$ cat src/source/rx_lbuf_pkg.sv
`default_nettype none

package rx_lbuf_pkg;

    ////////////////////
    // host buffer addressing

    localparam int unsigned addr_w = 64;        // full host address
    localparam int unsigned hi_lo_split = 32;   // upper bits from here mark a 64-bit buffer

    typedef logic [addr_w-1:0] lbuf_addr_t;

    ////////////////////
    // slot ids
    typedef logic slot_t;

    localparam slot_t slot1_id = 1'b0;
    localparam slot_t slot2_id = 1'b1;

endpackage

`default_nettype wire

$ cat src/source/rx_pkt_pkg.sv
`default_nettype none

package rx_pkt_pkg;

    ////////////////////
    // packet stream words

    localparam int unsigned data_w = 64;    // one word per accept
    localparam int unsigned word_bytes = 8; // host address step per word

    typedef logic [data_w-1:0] pkt_word_t;

endpackage

`default_nettype wire

$ cat src/source/rx_host_ctrl.sv
`timescale 1ns/1ns
`default_nettype none

module rx_host_ctrl (
    input  wire logic                   clk,
    input  wire logic                   rst,
    // host posting
    input  wire logic                   host_wr,
    input  wire rx_lbuf_pkg::slot_t     host_slot,
    input  wire rx_lbuf_pkg::lbuf_addr_t host_addr,
    // slots toward the giver
    output rx_lbuf_pkg::lbuf_addr_t     slot1_addr,
    output logic                        slot1_en,
    input  wire logic                   slot1_dn,
    output rx_lbuf_pkg::lbuf_addr_t     slot2_addr,
    output logic                        slot2_en,
    input  wire logic                   slot2_dn,
    // host status
    output logic [1:0]                  slot_busy,
    output logic                        host_done,
    output rx_lbuf_pkg::slot_t          host_done_slot
);
    import rx_lbuf_pkg::*;

    logic [1:0] busy;   // bit 0 slot 1, bit 1 slot 2

    ////////////////////
    // busy flags and done report
    always_ff @(posedge clk) begin
        if (rst) begin
            busy <= 2'b00;
            host_done <= 1'b0;
        end else begin
            host_done <= slot1_dn | slot2_dn;   // one cycle after the slot returns
            // take a post only into a free slot
            if (host_wr && host_slot == slot1_id && !busy[0]) busy[0] <= 1'b1;
            if (host_wr && host_slot == slot2_id && !busy[1]) busy[1] <= 1'b1;
            if (slot1_dn) busy[0] <= 1'b0;      // returned, free again
            if (slot2_dn) busy[1] <= 1'b0;
        end
    end

    // address regs, payload only
    always_ff @(posedge clk) begin
        if (host_wr && host_slot == slot1_id && !busy[0]) slot1_addr <= host_addr;
        if (host_wr && host_slot == slot2_id && !busy[1]) slot2_addr <= host_addr;
        // name the slot that came back, slot 2 only when it was its pulse
        host_done_slot <= slot2_dn ? slot2_id : slot1_id;
    end

    assign slot1_en  = busy[0];   // high until returned
    assign slot2_en  = busy[1];
    assign slot_busy = busy;

endmodule

`default_nettype wire

$ cat src/source/rx_gv_lbuf.sv
`timescale 1ns/1ns
`default_nettype none

module rx_gv_lbuf (
    input  wire logic                    clk,
    input  wire logic                    rst,
    // slot 1
    input  wire rx_lbuf_pkg::lbuf_addr_t slot1_addr,
    input  wire logic                    slot1_en,
    output logic                         slot1_dn,
    // slot 2
    input  wire rx_lbuf_pkg::lbuf_addr_t slot2_addr,
    input  wire logic                    slot2_en,
    output logic                         slot2_dn,
    // current buffer toward the filler
    output rx_lbuf_pkg::lbuf_addr_t      lbuf_addr,
    output logic                         lbuf_en,
    output logic                         lbuf64b,
    input  wire logic                    lbuf_dn
);
    import rx_lbuf_pkg::*;

    // one-hot, so a stray value falls into default
    typedef enum logic [3:0] {
        wait1 = 4'b0001,
        give1 = 4'b0010,
        wait2 = 4'b0100,
        give2 = 4'b1000
    } gv_state_t;

    gv_state_t state;

    ////////////////////
    // strict alternation, slot 1 first
    always_ff @(posedge clk) begin
        if (rst) begin
            state    <= wait1;
            lbuf_en  <= 1'b0;
            slot1_dn <= 1'b0;
            slot2_dn <= 1'b0;
        end else begin
            slot1_dn <= 1'b0;   // pulses
            slot2_dn <= 1'b0;
            case (state)
                wait1: begin
                    if (slot1_en) begin   // slot 2 may be ready, still waits
                        lbuf_en <= 1'b1;
                        state   <= give1;
                    end
                end
                give1: begin
                    if (lbuf_dn) begin
                        lbuf_en  <= 1'b0;
                        slot1_dn <= 1'b1; // hand back to host side
                        state    <= wait2;
                    end
                end
                wait2: begin
                    if (slot2_en) begin
                        lbuf_en <= 1'b1;
                        state   <= give2;
                    end
                end
                give2: begin
                    if (lbuf_dn) begin
                        lbuf_en  <= 1'b0;
                        slot2_dn <= 1'b1;
                        state    <= wait1;
                    end
                end
                default: begin
                    lbuf_en <= 1'b0;
                    state   <= wait1; // recover
                end
            endcase
        end
    end

    // latch address and 64-bit flag on give
    always_ff @(posedge clk) begin
        if (state == wait1 && slot1_en) begin
            lbuf_addr <= slot1_addr;
            lbuf64b   <= |slot1_addr[addr_w-1:hi_lo_split];
        end else if (state == wait2 && slot2_en) begin
            lbuf_addr <= slot2_addr;
            lbuf64b   <= |slot2_addr[addr_w-1:hi_lo_split];
        end
    end

endmodule

`default_nettype wire

$ cat src/source/rx_fill_cnt.sv
`timescale 1ns/1ns
`default_nettype none

module rx_fill_cnt #(
    parameter int lbuf_words = 8,
    localparam int cnt_w = $clog2(lbuf_words + 1)   // must hold lbuf_words itself
) (
    input  wire logic             clk,
    input  wire logic             rst,
    input  wire logic             lbuf_en,
    input  wire logic             word_acc,
    output logic [cnt_w-1:0]      offset,
    output logic                  full
);

    ////////////////////
    // word offset in the current buffer
    always_ff @(posedge clk) begin
        if (rst || !lbuf_en) begin   // no buffer given, next one starts at zero
            offset <= '0;
            full   <= 1'b0;
        end else if (word_acc) begin
            offset <= offset + 1'b1;
            if (offset == cnt_w'(lbuf_words - 1))
                full <= 1'b1;       // last word counted
        end
    end

endmodule

`default_nettype wire

$ cat src/source/rx_lbuf_fill.sv
`timescale 1ns/1ns
`default_nettype none

module rx_lbuf_fill #(
    parameter int off_w = 4     // offset width, from the counter
) (
    input  wire logic                    clk,
    input  wire logic                    rst,
    // current buffer
    input  wire rx_lbuf_pkg::lbuf_addr_t lbuf_addr,
    input  wire logic                    lbuf_en,
    input  wire logic                    lbuf64b,
    output logic                         lbuf_dn,
    // packet source
    input  wire logic                    pkt_valid,
    input  wire rx_pkt_pkg::pkt_word_t   pkt_data,
    output logic                         pkt_ready,
    // counter
    output logic                         word_acc,
    input  wire logic [off_w-1:0]        offset,
    input  wire logic                    full,
    // memory write
    output logic                         mem_wr,
    output rx_lbuf_pkg::lbuf_addr_t      mem_wr_addr,
    output rx_pkt_pkg::pkt_word_t        mem_wr_data,
    output logic                         mem_wr_64b
);
    import rx_lbuf_pkg::*;
    import rx_pkt_pkg::*;

    ////////////////////
    // handshake
    assign pkt_ready = lbuf_en & ~full;         // buffer given and room left
    assign word_acc  = pkt_valid & pkt_ready;

    // full rises with the last write, lbuf_en drops one cycle later
    assign lbuf_dn = lbuf_en & full;

    ////////////////////
    // write strobe
    always_ff @(posedge clk) begin
        if (rst) begin
            mem_wr <= 1'b0;
        end else begin
            mem_wr <= word_acc;     // one cycle after accept
        end
    end

    // write payload
    always_ff @(posedge clk) begin
        if (word_acc) begin
            mem_wr_addr <= lbuf_addr + lbuf_addr_t'(offset) * lbuf_addr_t'(word_bytes);
            mem_wr_data <= pkt_data;
            mem_wr_64b  <= lbuf64b;   // selects host write format
        end
    end

endmodule

`default_nettype wire

$ cat src/source/rx_lbuf_top.sv
`timescale 1ns/1ns
`default_nettype none

module rx_lbuf_top #(
    parameter int lbuf_words = 8
) (
    input  wire logic                    clk,
    input  wire logic                    rst,
    // host
    input  wire logic                    host_wr,
    input  wire rx_lbuf_pkg::slot_t      host_slot,
    input  wire rx_lbuf_pkg::lbuf_addr_t host_addr,
    output logic [1:0]                   slot_busy,
    output logic                         host_done,
    output rx_lbuf_pkg::slot_t           host_done_slot,
    // packets
    input  wire logic                    pkt_valid,
    input  wire rx_pkt_pkg::pkt_word_t   pkt_data,
    output logic                         pkt_ready,
    // memory writes
    output logic                         mem_wr,
    output rx_lbuf_pkg::lbuf_addr_t      mem_wr_addr,
    output rx_pkt_pkg::pkt_word_t        mem_wr_data,
    output logic                         mem_wr_64b
);
    import rx_lbuf_pkg::*;

    localparam int off_w = $clog2(lbuf_words + 1);  // same as counter width

    ////////////////////
    // internal wires
    lbuf_addr_t       slot1_addr, slot2_addr, lbuf_addr;
    logic             slot1_en, slot2_en, slot1_dn, slot2_dn;
    logic             lbuf_en, lbuf64b, lbuf_dn;
    logic             word_acc, full;
    logic [off_w-1:0] offset;

    rx_host_ctrl host_ctrl_i (
        .clk, .rst,
        .host_wr, .host_slot, .host_addr,
        .slot1_addr, .slot1_en, .slot1_dn,
        .slot2_addr, .slot2_en, .slot2_dn,
        .slot_busy, .host_done, .host_done_slot
    );

    rx_gv_lbuf gv_lbuf_i (
        .clk, .rst,
        .slot1_addr, .slot1_en, .slot1_dn,
        .slot2_addr, .slot2_en, .slot2_dn,
        .lbuf_addr, .lbuf_en, .lbuf64b, .lbuf_dn
    );

    rx_fill_cnt #(.lbuf_words(lbuf_words)) fill_cnt_i (
        .clk, .rst, .lbuf_en, .word_acc, .offset, .full
    );

    rx_lbuf_fill #(.off_w(off_w)) lbuf_fill_i (
        .clk, .rst,
        .lbuf_addr, .lbuf_en, .lbuf64b, .lbuf_dn,
        .pkt_valid, .pkt_data, .pkt_ready,
        .word_acc, .offset, .full,
        .mem_wr, .mem_wr_addr, .mem_wr_data, .mem_wr_64b
    );

endmodule

`default_nettype wire

$ cat config.mk
export PLATFORM = sky130hd
export DESIGN_NAME = rx_lbuf_top
export DESIGN_NICKNAME = d
export VERILOG_FILES = /design/src/source/rx_lbuf_pkg.sv /design/src/source/rx_pkt_pkg.sv /design/src/source/rx_host_ctrl.sv /design/src/source/rx_gv_lbuf.sv /design/src/source/rx_fill_cnt.sv /design/src/source/rx_lbuf_fill.sv /design/src/source/rx_lbuf_top.sv
export SDC_FILE = /design/constraint.sdc
export NUM_CORES = 1
export LEC_CHECK = 0
export BUFFER_PORTS_ARGS = -buffer_cell sky130_fd_sc_hd__buf_4
export CORE_MARGIN = 2
export CORE_UTILIZATION = 41
export CTS_BUF_LIST = sky130_fd_sc_hd__clkbuf_4 sky130_fd_sc_hd__clkbuf_8 sky130_fd_sc_hd__clkbuf_16
export CTS_CLUSTER_DIAMETER = 120
export DETAILED_ROUTE_END_ITERATION = 8
export PLACE_DENSITY = 0.69
export SYNTH_ARGS = -nofsm -noshare
export SYNTH_HDL_FRONTEND = slang
export SYNTH_SLANG_ARGS = --single-unit
$ cat constraint.sdc
create_clock -name clk -period 6.6 [get_ports clk]
set_input_delay 0.33 -clock clk [delete_from_list [all_inputs] [get_ports clk]]
set_output_delay 0.33 -clock clk [all_outputs]
set_load 0.03 [all_outputs]
==> results of run 1 <==
-- cell families (layout without fill, tap and decap cells) --
group | Yosys count | count (layout) | synth area share (%)
flops | 339 | 339 | 78.66
simple gates | 184 | 184 | 8.486
mux | 65 | 65 | 5.742
xor+xnor | 62 | 62 | 4.267
buf+inv | 29 | 477 | 0.9930
compound gates | 25 | 25 | 1.200
fa+ha+maj | 6 | 6 | 0.6490
-- area by class of cell --
class	count	area, um2	share of cell area, %
clock buffers	46	1028	5.819
clock inverters	21	183.9	1.041
repair buffers	397	3293	18.63
inverters	13	48.80	0.2761
well taps	396	495.5	2.803
multi-input cells	342	2615	14.80
flip-flops and latches	339	10010	56.63
-- worst paths after layout --
path                                                        endpoint  slack (ns)  depth (start not counted)
worst min register to register    host_ctrl_i.host_done_slot$_DFF_P_        0.37                          0
worst max register to register      gv_lbuf_i.lbuf_addr[0]$_DFFE_PP_        3.76                          4
worst max-delay path                gv_lbuf_i.lbuf_addr[0]$_DFFE_PP_        3.76                          4
worst min-delay path            host_ctrl_i.slot2_addr[14]$_DFFE_PP_        0.03                          1
-- power by group through the flow --
stage | combinational (mW) | sequential, mW | clock [mW]
6_report | 0.469 | 2.56 | 2.02
5_1_grt | 0.502 | 2.57 | 2.15
4_1_cts | 0.475 | 2.56 | 2.06
3_5_place_dp | 0.413 | 2.60 | 0
3_3_place_gp | 0.406 | 2.60 | 0
2_1_floorplan | 0.141 | 2.69 | 0
-- per-layer routing --
layer  routed length, um  part of all wire, %
met1               11030                   40
met2               13960                   51
met3                1414                  5.2
met4                 910                  3.3
met5                   0                    0
-- sequential cells by signal (all words and copies together), names as in the netlist, 2 cells and up --
signal and cells:
fill_cnt_i.offset 4, host_ctrl_i.slot1_addr 64, lbuf_fill_i.mem_wr_addr 64, host_ctrl_i.slot2_addr 64
gv_lbuf_i.lbuf_addr 64, host_ctrl_i.slot_busy 2, lbuf_fill_i.mem_wr_data 64, gv_lbuf_i.state 4
-- synthesized netlist by cell type (4+ instances only) --
| library cell | instances | share of area [%] |
|---|---|---|
| edfxtp_1 | 322 | 76 |
| mux2_2 | 64 | 5.7 |
| xnor2_1 | 36 | 2.5 |
| nand2_1 | 28 | 0.83 |
| nand3_1 | 27 | 1.1 |
| nor2_1 | 27 | 0.80 |
| xor2_1 | 26 | 1.8 |
| nor4_1 | 21 | 1.0 |
| dfxtp_1 | 17 | 2.7 |
| nand4_1 | 16 | 0.79 |
| and3_1 | 15 | 0.74 |
| nor3_1 | 14 | 0.55 |
| inv_1 | 13 | 0.38 |
| a21oi_1 | 11 | 0.43 |
| and4_1 | 5 | 0.34 |
| buf_2 | 5 | 0.20 |
| ha_1 | 5 | 0.49 |
| nand2b_1 | 5 | 0.25 |
| nor2b_1 | 5 | 0.25 |
| buf_1 | 4 | 0.12 |
| clkbuf_1 | 4 | 0.12 |
-- per-stage QoR --
stage          util, %  total power, mW  area [um2]  setup slack (ns)
2_1_floorplan        -            2.828       12720             1.040
3_3_place_gp     49.73            3.004       15210             3.782
3_5_place_dp     49.73            3.015       15210             3.678
4_1_cts          57.78            5.091       17670             3.682
5_1_grt          57.78            5.221       17670             3.508
6_report         57.78            5.042       17670             3.761
-- worst max-delay path: stages (launching register included) --
cell	delay, ns
dfxtp_1	0.44
nand2b_1	0.12
nor3_1	0.37
nand2_4	0.58
nand2_4	0.87
-- timing repair --
action | in CTS | in global routing
endpoints found under the hold margin | 183 | 0
hold buffers | 125 | 0
endpoints found under the setup margin | 0 | 0
==> flow_summary.toml, run 1 <==
[clock_network]
cts_buffers = 37
cts_tree = "yes"
clk_pin_slew_ns = 0.06
htree_levels = 2
clock-root-buffer = "clkbuf_16"
clk_path_buf_depth = 3
cts_resized = 0
cts.sinks = 339
cts_setup_buffers = 0
clkLatencyLatePin_ns = 0.51

[yosys]
ys_async_sr_fraction_pct = 0
yosys_warnings = 0
ys_seq_area_share_pct = 78.66
ys_ff_latch = 339
netlist_area_um2 = 12720
syn_avg_cell_area_um2 = 17.92
synthFlopType = "edfxtp_1"
postSynthCellCount = 710
synth_cell_types = 47
synth_fp_nets = 849
synth_edf_count = 322

[power_and_ir_drop]
share_seq_of_total_power_pct = 50.7
p_leak_nw = 6.491
p_sw_mw = 1.102
combPwrFrac_pct = 9.3
power_density_nw_per_um2 = 285.3
ir_worst_vdd_v = 0.0001476
p_sw_share_pct = 21.86
p_int_mw = 3.940
p_clk_share_pct = 40.0

[finish]
diodes = 0
final_cells = 1554
drive_above_1_share_pct = 35.75
mostFrequentLayoutCell = "edfxtp_1"
mostFrequentLayoutCells = "322 x edfxtp_1, 272 x buf_4, 125 x dlygate4sd3_1"
nFillCells = 2334
fin_nets = 1269
area_delta_synth_final_pct = 38.90

[timing]
finalSetupTns_ns = 0
hold_slack_ns = 0.02794
timing.fmax_mhz = 352.2
maxSlewViolCount = 0
fin_skew_ns = 0.01603
worstMarginPinSlew_ns = 1.045
slew_headroom_pct = 30.35
hold_viol = 0
setup_viol = 0
layout_min_cycle_time_ns = 2.839
fin_crit_sh_pct = 43.02
grt_setup_unrepaired = "false"

[global_route]
busiest_layer = "met2"
use_met2_pct = 28.67
grt_overflow = 0
grt_pass1_wl_um = 41850
grt.met3_usage_pct = 3.032
grt_util_all_layers_pct = 16.38
use_met1_pct = 20.06
grt_pass1_vias = 7680
antenna_found_initial = 0
grt_max_degree = 82

[critical_path]
crit_required_ns = 6.73
cp.arrival_ns = 2.97
cp-start-kind = "flip-flop"
cp_max_fo = 68
worstSetupPathType = "reg2reg"
startpoint = "gv_lbuf_i.state[0]$_SDFFE_PP1P_"
rr_startpoint = "gv_lbuf_i.state[0]$_SDFFE_PP1P_"
end_kind = "flip-flop"

[floorplan]
core-area_um2 = 30590
num_rows = 64
ios = 268
die_y_um = 180.2
start_util_pct = 41.60
die_w_um = 180.2
dieArea_um2 = 32460

[route]
viasPerCell = 4.809
wl_per_cell_um = 17.58
antenna_left = 0
drt-initial-drc-count = 460
drt_first_pass_iters = 5
via_count = 7473
drt_wl_total_um = 27320
drc_errors = 0

[placed_design]
place_inst = 1362
hpwl_um = 18010
globalplace.congestion = 0.8013
numPortBuffers = 267

[min_path]
hp-class = "in2reg"
holdCritStartpoint = "host_addr[14]"

[flow_run]
cap_violations = 0

[status]
status = "complete, no violations"
No activity file was read; power rests on OpenSTA's default activity.
==> run 2: changes to the inputs <==
--- a/config.mk
+++ b/config.mk
@@ -5,13 +5,14 @@
 export SDC_FILE = /design/constraint.sdc
 export NUM_CORES = 1
 export LEC_CHECK = 0
+export ABC_AREA = 1
 export BUFFER_PORTS_ARGS = -buffer_cell sky130_fd_sc_hd__buf_4
 export CORE_MARGIN = 2
 export CORE_UTILIZATION = 41
 export CTS_BUF_LIST = sky130_fd_sc_hd__clkbuf_4 sky130_fd_sc_hd__clkbuf_8 sky130_fd_sc_hd__clkbuf_16
 export CTS_CLUSTER_DIAMETER = 120
 export DETAILED_ROUTE_END_ITERATION = 8
-export PLACE_DENSITY = 0.69
+export PLACE_DENSITY = 0.68
 export SYNTH_ARGS = -nofsm -noshare
 export SYNTH_HDL_FRONTEND = slang
 export SYNTH_SLANG_ARGS = --single-unit
==> constraint.sdc (replaced) <==
create_clock -name clk -period 2.95 [get_ports clk]
set_input_delay 0.1475 -clock clk [delete_from_list [all_inputs] [get_ports clk]]
set_output_delay 0.1475 -clock clk [all_outputs]
set_load 0.03 [all_outputs]
==> run 2 against run 1 <==
Highest routed layer unchanged. Synthesized area grew 7.5%. Clock skew grew 0.0044 ns. Largest power group unchanged. Sequential share of layout area shrank 3.3 points. Non-clock buffer count grew 13.
==> flow_summary.toml, run 2 <==
[timing]
finalSetupTns_ns = 0
maxSlewViolCount = 0
hold_viol = 0
layout_min_cycle_time_ns = 2.290
fin_skew_ns = 0.02041
grt_setup_unrepaired = "false"
worstMarginPinSlew_ns = 0.8327
fin_crit_sh_pct = 77.62
slew_headroom_pct = 44.49
setup_viol = 0
timing.fmax_mhz = 436.7

[route]
viasPerCell = 4.738
wl_per_cell_um = 17.09
drt_wl_total_um = 34790
drt-initial-drc-count = 880
via_count = 9646
antenna_left = 0
drc_errors = 0
drt_first_pass_iters = 5

[clock_network]
clk_pin_slew_ns = 0.06
htree_levels = 2
clock-root-buffer = "clkbuf_16"
clk_path_buf_depth = 3
cts_tree = "yes"
clkLatencyLatePin_ns = 0.52
cts.sinks = 339
cts_buffers = 37

[power_and_ir_drop]
combPwrFrac_pct = 9.7
power_density_nw_per_um2 = 599.7
p_sw_share_pct = 22.84
p_clk_share_pct = 39.4
p_leak_nw = 7.379
p_int_mw = 8.685
p_sw_mw = 2.571
ir_worst_vdd_v = 0.0004836
share_seq_of_total_power_pct = 50.9

[min_path]
hp-class = "in2reg"
min_path_cells = 4

[global_route]
antenna_found_initial = 0
grt_max_degree = 98
grt_util_all_layers_pct = 19.61
use_met2_pct = 31.91
busiest_layer = "met2"
grt_overflow = 0
grt_pass1_wl_um = 52780
use_met1_pct = 26.11
grt_pass1_vias = 9404
grt.met3_usage_pct = 3.780

[critical_path]
r2r_cells = 10
worstSetupPathType = "reg2reg"
cp_num_cells = 10
cpPeakStageDelay_ns = 0.45
crit_slowest_cell = "fa_1"
crit_chain = "ha_1 > fa_1 > nand2_1 > nor2_1 > nor2_1 > nor2_1 > nand2_1 > inv_1 > nand3b_1 > nand2_1"
path_buf_inv = 1
cpLargestDelayFamily = "simple AND/OR/NAND/NOR gates"
crit_required_ns = 3.23
cp-start-kind = "flip-flop"
cp_max_fo = 4
end_kind = "flip-flop"
cp.arrival_ns = 2.57

[floorplan]
ios = 268
die_y_um = 186.6
dieArea_um2 = 34830
start_util_pct = 41.82
die_w_um = 186.6
core-area_um2 = 32700
num_rows = 66

[yosys]
synthFlopType = "edfxtp_1"
synth_fp_nets = 1275
yosys_warnings = 0
synth_edf_count = 322
yosysTopAreaCellShare_pct = 70.70
synth_cell_types = 32
ys_ff_latch = 339
syn_avg_cell_area_um2 = 12.04
ys_async_sr_fraction_pct = 0
netlist_area_um2 = 13680
synth_area_leaders = "edfxtp_1 71%, nand2_1 9.4%, nor2_1 3.9%"
ys_seq_area_share_pct = 73.19
synth.most_common_cell = "nand2_1"
synth_common_cells = "341 x nand2_1, 322 x edfxtp_1, 141 x nor2_1, 97 x inv_1, 41 x o21ai_0"
postSynthCellCount = 1136
synth_area_leader_cell = "edfxtp_1"

[placed_design]
globalplace.congestion = 0.9368
numPortBuffers = 267
place_inst = 1842
hpwl_um = 25120

[finish]
mostFrequentLayoutCell = "nand2_1"
multi_input_area_um2 = 3217
drive_above_1_share_pct = 23.90
diodes = 0
final_cells = 2036
register_area_um2 = 10010
fin_nets = 1708
area_delta_synth_final_pct = 37.25
mostFrequentLayoutCells = "339 x nand2_1, 322 x edfxtp_1, 276 x buf_4"
nFillCells = 2647

[status]
status = "complete, no violations"

[flow_run]
cap_violations = 0
run 2: metal layers:
metal / wire length (um) / share of wire, % / vias up
li1: - / - / 4696
met1: 15000 / 43 / 4486
met2: 16190 / 47 / 392
met3: 2379 / 6.8 / 72
met4: 1222 / 3.5 / 0
met5: 0 / 0 / -
run 2: layout make-up:
type                       instances  area share (%)
clock inverter                    19          0.9533
tap                              442           2.946
multi-input combinational        683           17.14
sequential                       339           53.33
timing repair buffer             410           18.40
clock buffer                      45           5.253
inverter                          98           1.980
run 2: final timing paths:
kind	startpoint	slack [ns]	end
worst max-delay path	gv_lbuf_i.lbuf_addr[3]$_DFFE_PP_	0.66	lbuf_fill_i.mem_wr_addr[59]$_DFFE_PP_
worst min-delay path	pkt_valid	0.01	fill_cnt_i.offset[1]$_SDFFE_PP0P_
worst max register to register	gv_lbuf_i.lbuf_addr[3]$_DFFE_PP_	0.66	lbuf_fill_i.mem_wr_addr[59]$_DFFE_PP_
worst min register to register	gv_lbuf_i.slot2_dn$_SDFF_PP0_	0.37	host_ctrl_i.host_done_slot$_DFF_P_
run 2: repair_timing:
item | 4_1_cts | 5_1_grt
endpoints found under the hold margin | 200 | 0
hold buffers | 130 | 0
setup buffers | 0 | 0
gates resized for setup | 0 | 0
run 2: worst register-to-register path, stage by stage (launching register included):
cell and delay [ns]:
edfxtp_1 0.37, ha_1 0.24, fa_1 0.45, nand2_1 0.10, nor2_1 0.05, nor2_1 0.37, nor2_1 0.13, nand2_1 0.14
inv_1 0.07, nand3b_1 0.08, nand2_1 0.05
run 2: kinds of logic (layout without fill, tap and decap cells):
kind of cell | after synthesis | after routing | share of synthesized area, %
AOI/OAI and AO/OA | 54 | 54 | 2.077
xor gates and xnor gates | 38 | 38 | 2.434
adders and majority gates | 6 | 6 | 0.6038
buffers and inverters | 114 | 572 | 3.477
DFF | 339 | 339 | 73.19
and+or+nand+nor | 585 | 585 | 18.22
run 2: through the flow:
| step | setup slack, ns | util [%] | hold WS (ns) | power (mW) | instance area [um2] |
|---|---|---|---|---|---|
| global placement | 0.7144 | 49.85 | 0.3257 | 6.764 | 16300 |
| global route | 0.5311 | 57.40 | 0.03501 | 11.67 | 18770 |
| detailed placement | 0.6987 | 49.85 | 0.3270 | 6.783 | 16300 |
| CTS | 0.6859 | 57.40 | 0.01414 | 11.35 | 18770 |
| floorplan | 0.01768 | - | 0.2166 | 6.306 | 13700 |
| finish | 0.6601 | 57.40 | 0.01361 | 11.26 | 18770 |
run 2: power by group through the flow:
stage | registers, mW | clock network [mW] | logic, mW
after detailed placement | 5.83 | 0 | 0.951
after global placement | 5.83 | 0 | 0.936
after global routing | 5.75 | 4.74 | 1.18
after CTS | 5.73 | 4.53 | 1.09
final | 5.73 | 4.43 | 1.09
after floorplan | 5.97 | 0 | 0.340
==> run 3: changes to the inputs <==
--- a/config.mk
+++ b/config.mk
@@ -5,14 +5,14 @@
 export SDC_FILE = /design/constraint.sdc
 export NUM_CORES = 1
 export LEC_CHECK = 0
-export ABC_AREA = 1
+export ABC_AREA = 0
 export BUFFER_PORTS_ARGS = -buffer_cell sky130_fd_sc_hd__buf_4
 export CORE_MARGIN = 2
 export CORE_UTILIZATION = 41
 export CTS_BUF_LIST = sky130_fd_sc_hd__clkbuf_4 sky130_fd_sc_hd__clkbuf_8 sky130_fd_sc_hd__clkbuf_16
 export CTS_CLUSTER_DIAMETER = 120
 export DETAILED_ROUTE_END_ITERATION = 8
-export PLACE_DENSITY = 0.68
+export PLACE_DENSITY = 0.71
 export SYNTH_ARGS = -nofsm -noshare
 export SYNTH_HDL_FRONTEND = slang
 export SYNTH_SLANG_ARGS = --single-unit
==> constraint.sdc (replaced) <==
create_clock -name clk -period 2.05 [get_ports clk]
set_input_delay 0.1025 -clock clk [delete_from_list [all_inputs] [get_ports clk]]
set_output_delay 0.1025 -clock clk [all_outputs]
set_load 0.03 [all_outputs]
==> run 3 against run 2 <==
The flow now finishes with violations (setup timing). First-iteration DRC count is 39% lower. Largest cell class unchanged. Combinational power is 53% higher. Sequential power is 43% higher. Largest power group unchanged. Routed wire length is 18% lower. Maximum frequency is 8.8% higher. Die area is 6.8% lower. Hold slack better by 0.10 ns. Critical path depth is 2 lower. Critical endpoint is now lbuf_fill_i.mem_wr_addr[51]$_DFFE_PP_. Via count is 19% lower. Core utilization is 3.0 points higher.
==> flow_summary.toml, run 3 (same netlist as run 1, synthesis figures left out) <==
[status]
status = "complete, but fails checks"
violations = "setup timing"

[timing]
hold_slack_ns = 0.1160
fin_skew_ns = 0.01045
layout_min_cycle_time_ns = 2.105
worstMarginPinSlew_ns = 0.5026
slew_headroom_pct = 66.41
hold_viol = 0
setup_viol = 5
fin_crit_sh_pct = 102.7
maxSlewViolCount = 0
timing.fmax_mhz = 475.2
grt_setup_unrepaired = "true"
finalWorstSetupSlack_ns = -0.05453

[global_route]
antenna_found_initial = 0
grt_pass1_vias = 7935
grt_overflow = 0
grt_pass1_wl_um = 43020
grt_util_all_layers_pct = 16.83
grt_max_degree = 57

[power_and_ir_drop]
combPwrFrac_pct = 10.4
p_clk_share_pct = 38.8
power_density_nw_per_um2 = 873.9
share_seq_of_total_power_pct = 50.9
p_sw_mw = 3.528
p_int_mw = 12.61
p_sw_share_pct = 21.87
ir_worst_vdd_v = 0.0005528
p_leak_nw = 6.862

[route]
viasPerCell = 4.829
drc_errors = 0
wl_per_cell_um = 17.63
via_count = 7785
drt_wl_total_um = 28420
drt-initial-drc-count = 537
antenna_left = 0
drt_first_pass_iters = 5

[min_path]
min_path_cells = 2
hold_end = "lbuf_fill_i.mem_wr_data[18]$_DFFE_PP_"
holdCritStartpoint = "pkt_valid"
hp-class = "in2reg"

[critical_path]
end_kind = "flip-flop"
crit_slowest_cell = "edfxtp_1"
crit_chain = "ha_4 > buf_4 > a21oi_1 > a21oi_1 > buf_4 > nand4_4 > nor3_1 > xor2_1"
r2r_cells = 8
r2r-end = "lbuf_fill_i.mem_wr_addr[51]$_DFFE_PP_"
cp-start-kind = "flip-flop"
worstSetupPathType = "reg2reg"
rr_startpoint = "gv_lbuf_i.lbuf_addr[6]$_DFFE_PP_"
rrSetupSlack_ns = -0.05
crit_required_ns = 2.29
cpPeakStageDelay_ns = 0.41
cp.arrival_ns = 2.35
cp_max_fo = 7

[placed_design]
place_inst = 1410
place_ws_ns = -0.1230
numPortBuffers = 267
hpwl_um = 19230
globalplace.congestion = 0.8406

[floorplan]
die_y_um = 180.2
start_util_pct = 41.60
dieArea_um2 = 32460
num_rows = 64
die_w_um = 180.2
core-area_um2 = 30590
ios = 268

[clock_network]
cts_buffers = 36
clk_path_buf_depth = 3
cts_tree = "yes"
clkLatencyLatePin_ns = 0.50
htree_levels = 2
clk_pin_slew_ns = 0.06
cts.sinks = 339
clock-root-buffer = "clkbuf_16"

[finish]
drive_above_1_share_pct = 40.46
final_cells = 1612
mostFrequentLayoutCells = "322 x edfxtp_1, 314 x buf_4, 132 x dlygate4sd3_1"
area_delta_synth_final_pct = 45.11
fin_nets = 1332
mostFrequentLayoutCell = "edfxtp_1"
diodes = 0

[flow_run]
cap_violations = 0
run 3: cell types whose count changed in the layout (fill, tap and decap cells not counted), sizes merged, moves of 11 or more:
cell   change
nor2     -133
inv       -87
buf       +49
xnor2     +13
xor2      +11
nor4      +26
nand2    -325
mux2      +64
o21ai     -41
and3      +15
nor3      +12
run 3: worst max path at each step:
stage          slack, ns  cells after the start                               endpoint                             start
3_5_place_dp       -0.12                      8  lbuf_fill_i.mem_wr_addr[57]$_DFFE_PP_  gv_lbuf_i.lbuf_addr[6]$_DFFE_PP_
6_report           -0.05                      8  lbuf_fill_i.mem_wr_addr[51]$_DFFE_PP_  gv_lbuf_i.lbuf_addr[6]$_DFFE_PP_
2_1_floorplan      0.003                      6            gv_lbuf_i.lbuf64b$_DFFE_PP_   gv_lbuf_i.state[0]$_SDFFE_PP1P_
4_1_cts            -0.04                      8  lbuf_fill_i.mem_wr_addr[53]$_DFFE_PP_  gv_lbuf_i.lbuf_addr[6]$_DFFE_PP_
5_1_grt            -0.09                      8  lbuf_fill_i.mem_wr_addr[51]$_DFFE_PP_  gv_lbuf_i.lbuf_addr[6]$_DFFE_PP_
3_3_place_gp       -0.05                      8  lbuf_fill_i.mem_wr_addr[58]$_DFFE_PP_  gv_lbuf_i.lbuf_addr[4]$_DFFE_PP_
run 3: critical path, delay by kind of cell (launching register included):
kind / cells / cell delay (ns)
compound gates: 2 / 0.23
xor+xnor: 1 / 0.11
fa+ha+maj: 1 / 0.29
buf+inv: 2 / 0.32
flops: 1 / 0.41
simple gates: 2 / 0.48
run 3: layer usage:
metal | GRT usage [%] | vias to the layer above | routed length (um)
li1 | - | 3714 | -
met1 | 20.84 | 3760 | 11640
met2 | 29.02 | 248 | 14360
met3 | 3.335 | 63 | 1393
met4 | 6.742 | 0 | 1021
met5 | 0 | - | 0
run 3: cell type report:
type	count	area (um2)
Sequential cell	339	10010
Timing Repair Buffer	461	3965
Fill cell	2266	12120
Tap cell	396	495.5
Clock inverter	16	152.6
Clock buffer	45	985.9
Inverter	13	48.80
Multi-Input combinational cell	342	2808
run 3: timing repair:
action	in CTS	in global routing
buffers inserted	2	7
gates resized for setup	11	26
pin swaps	2	7
endpoints found under the hold margin	201	0
endpoints found under the setup margin	28	90
hold buffers	132	0
run 3: power groups by stage:
stage	Sequential (mW)	Combinational, mW	Clock [mW]
floorplan	8.61	0.463	0
global route	8.24	1.78	6.68
CTS	8.21	1.68	6.40
detailed placement	8.35	1.46	0
global placement	8.34	1.45	0
finish	8.21	1.67	6.26
run 3: metrics by stage:
stage                     instance area [um2]  setup TNS (ns)  utilization (%)  total power [mW]
final                                   18470        -0.09736            60.36             16.14
after detailed placement                15730          -1.195            51.44             9.812
after global routing                    18470         -0.8640            60.36             16.70
after CTS                               18270        -0.07565            59.73             16.28
after floorplan                         12760               0                -             9.069
after global placement                  15730         -0.4100            51.44             9.783
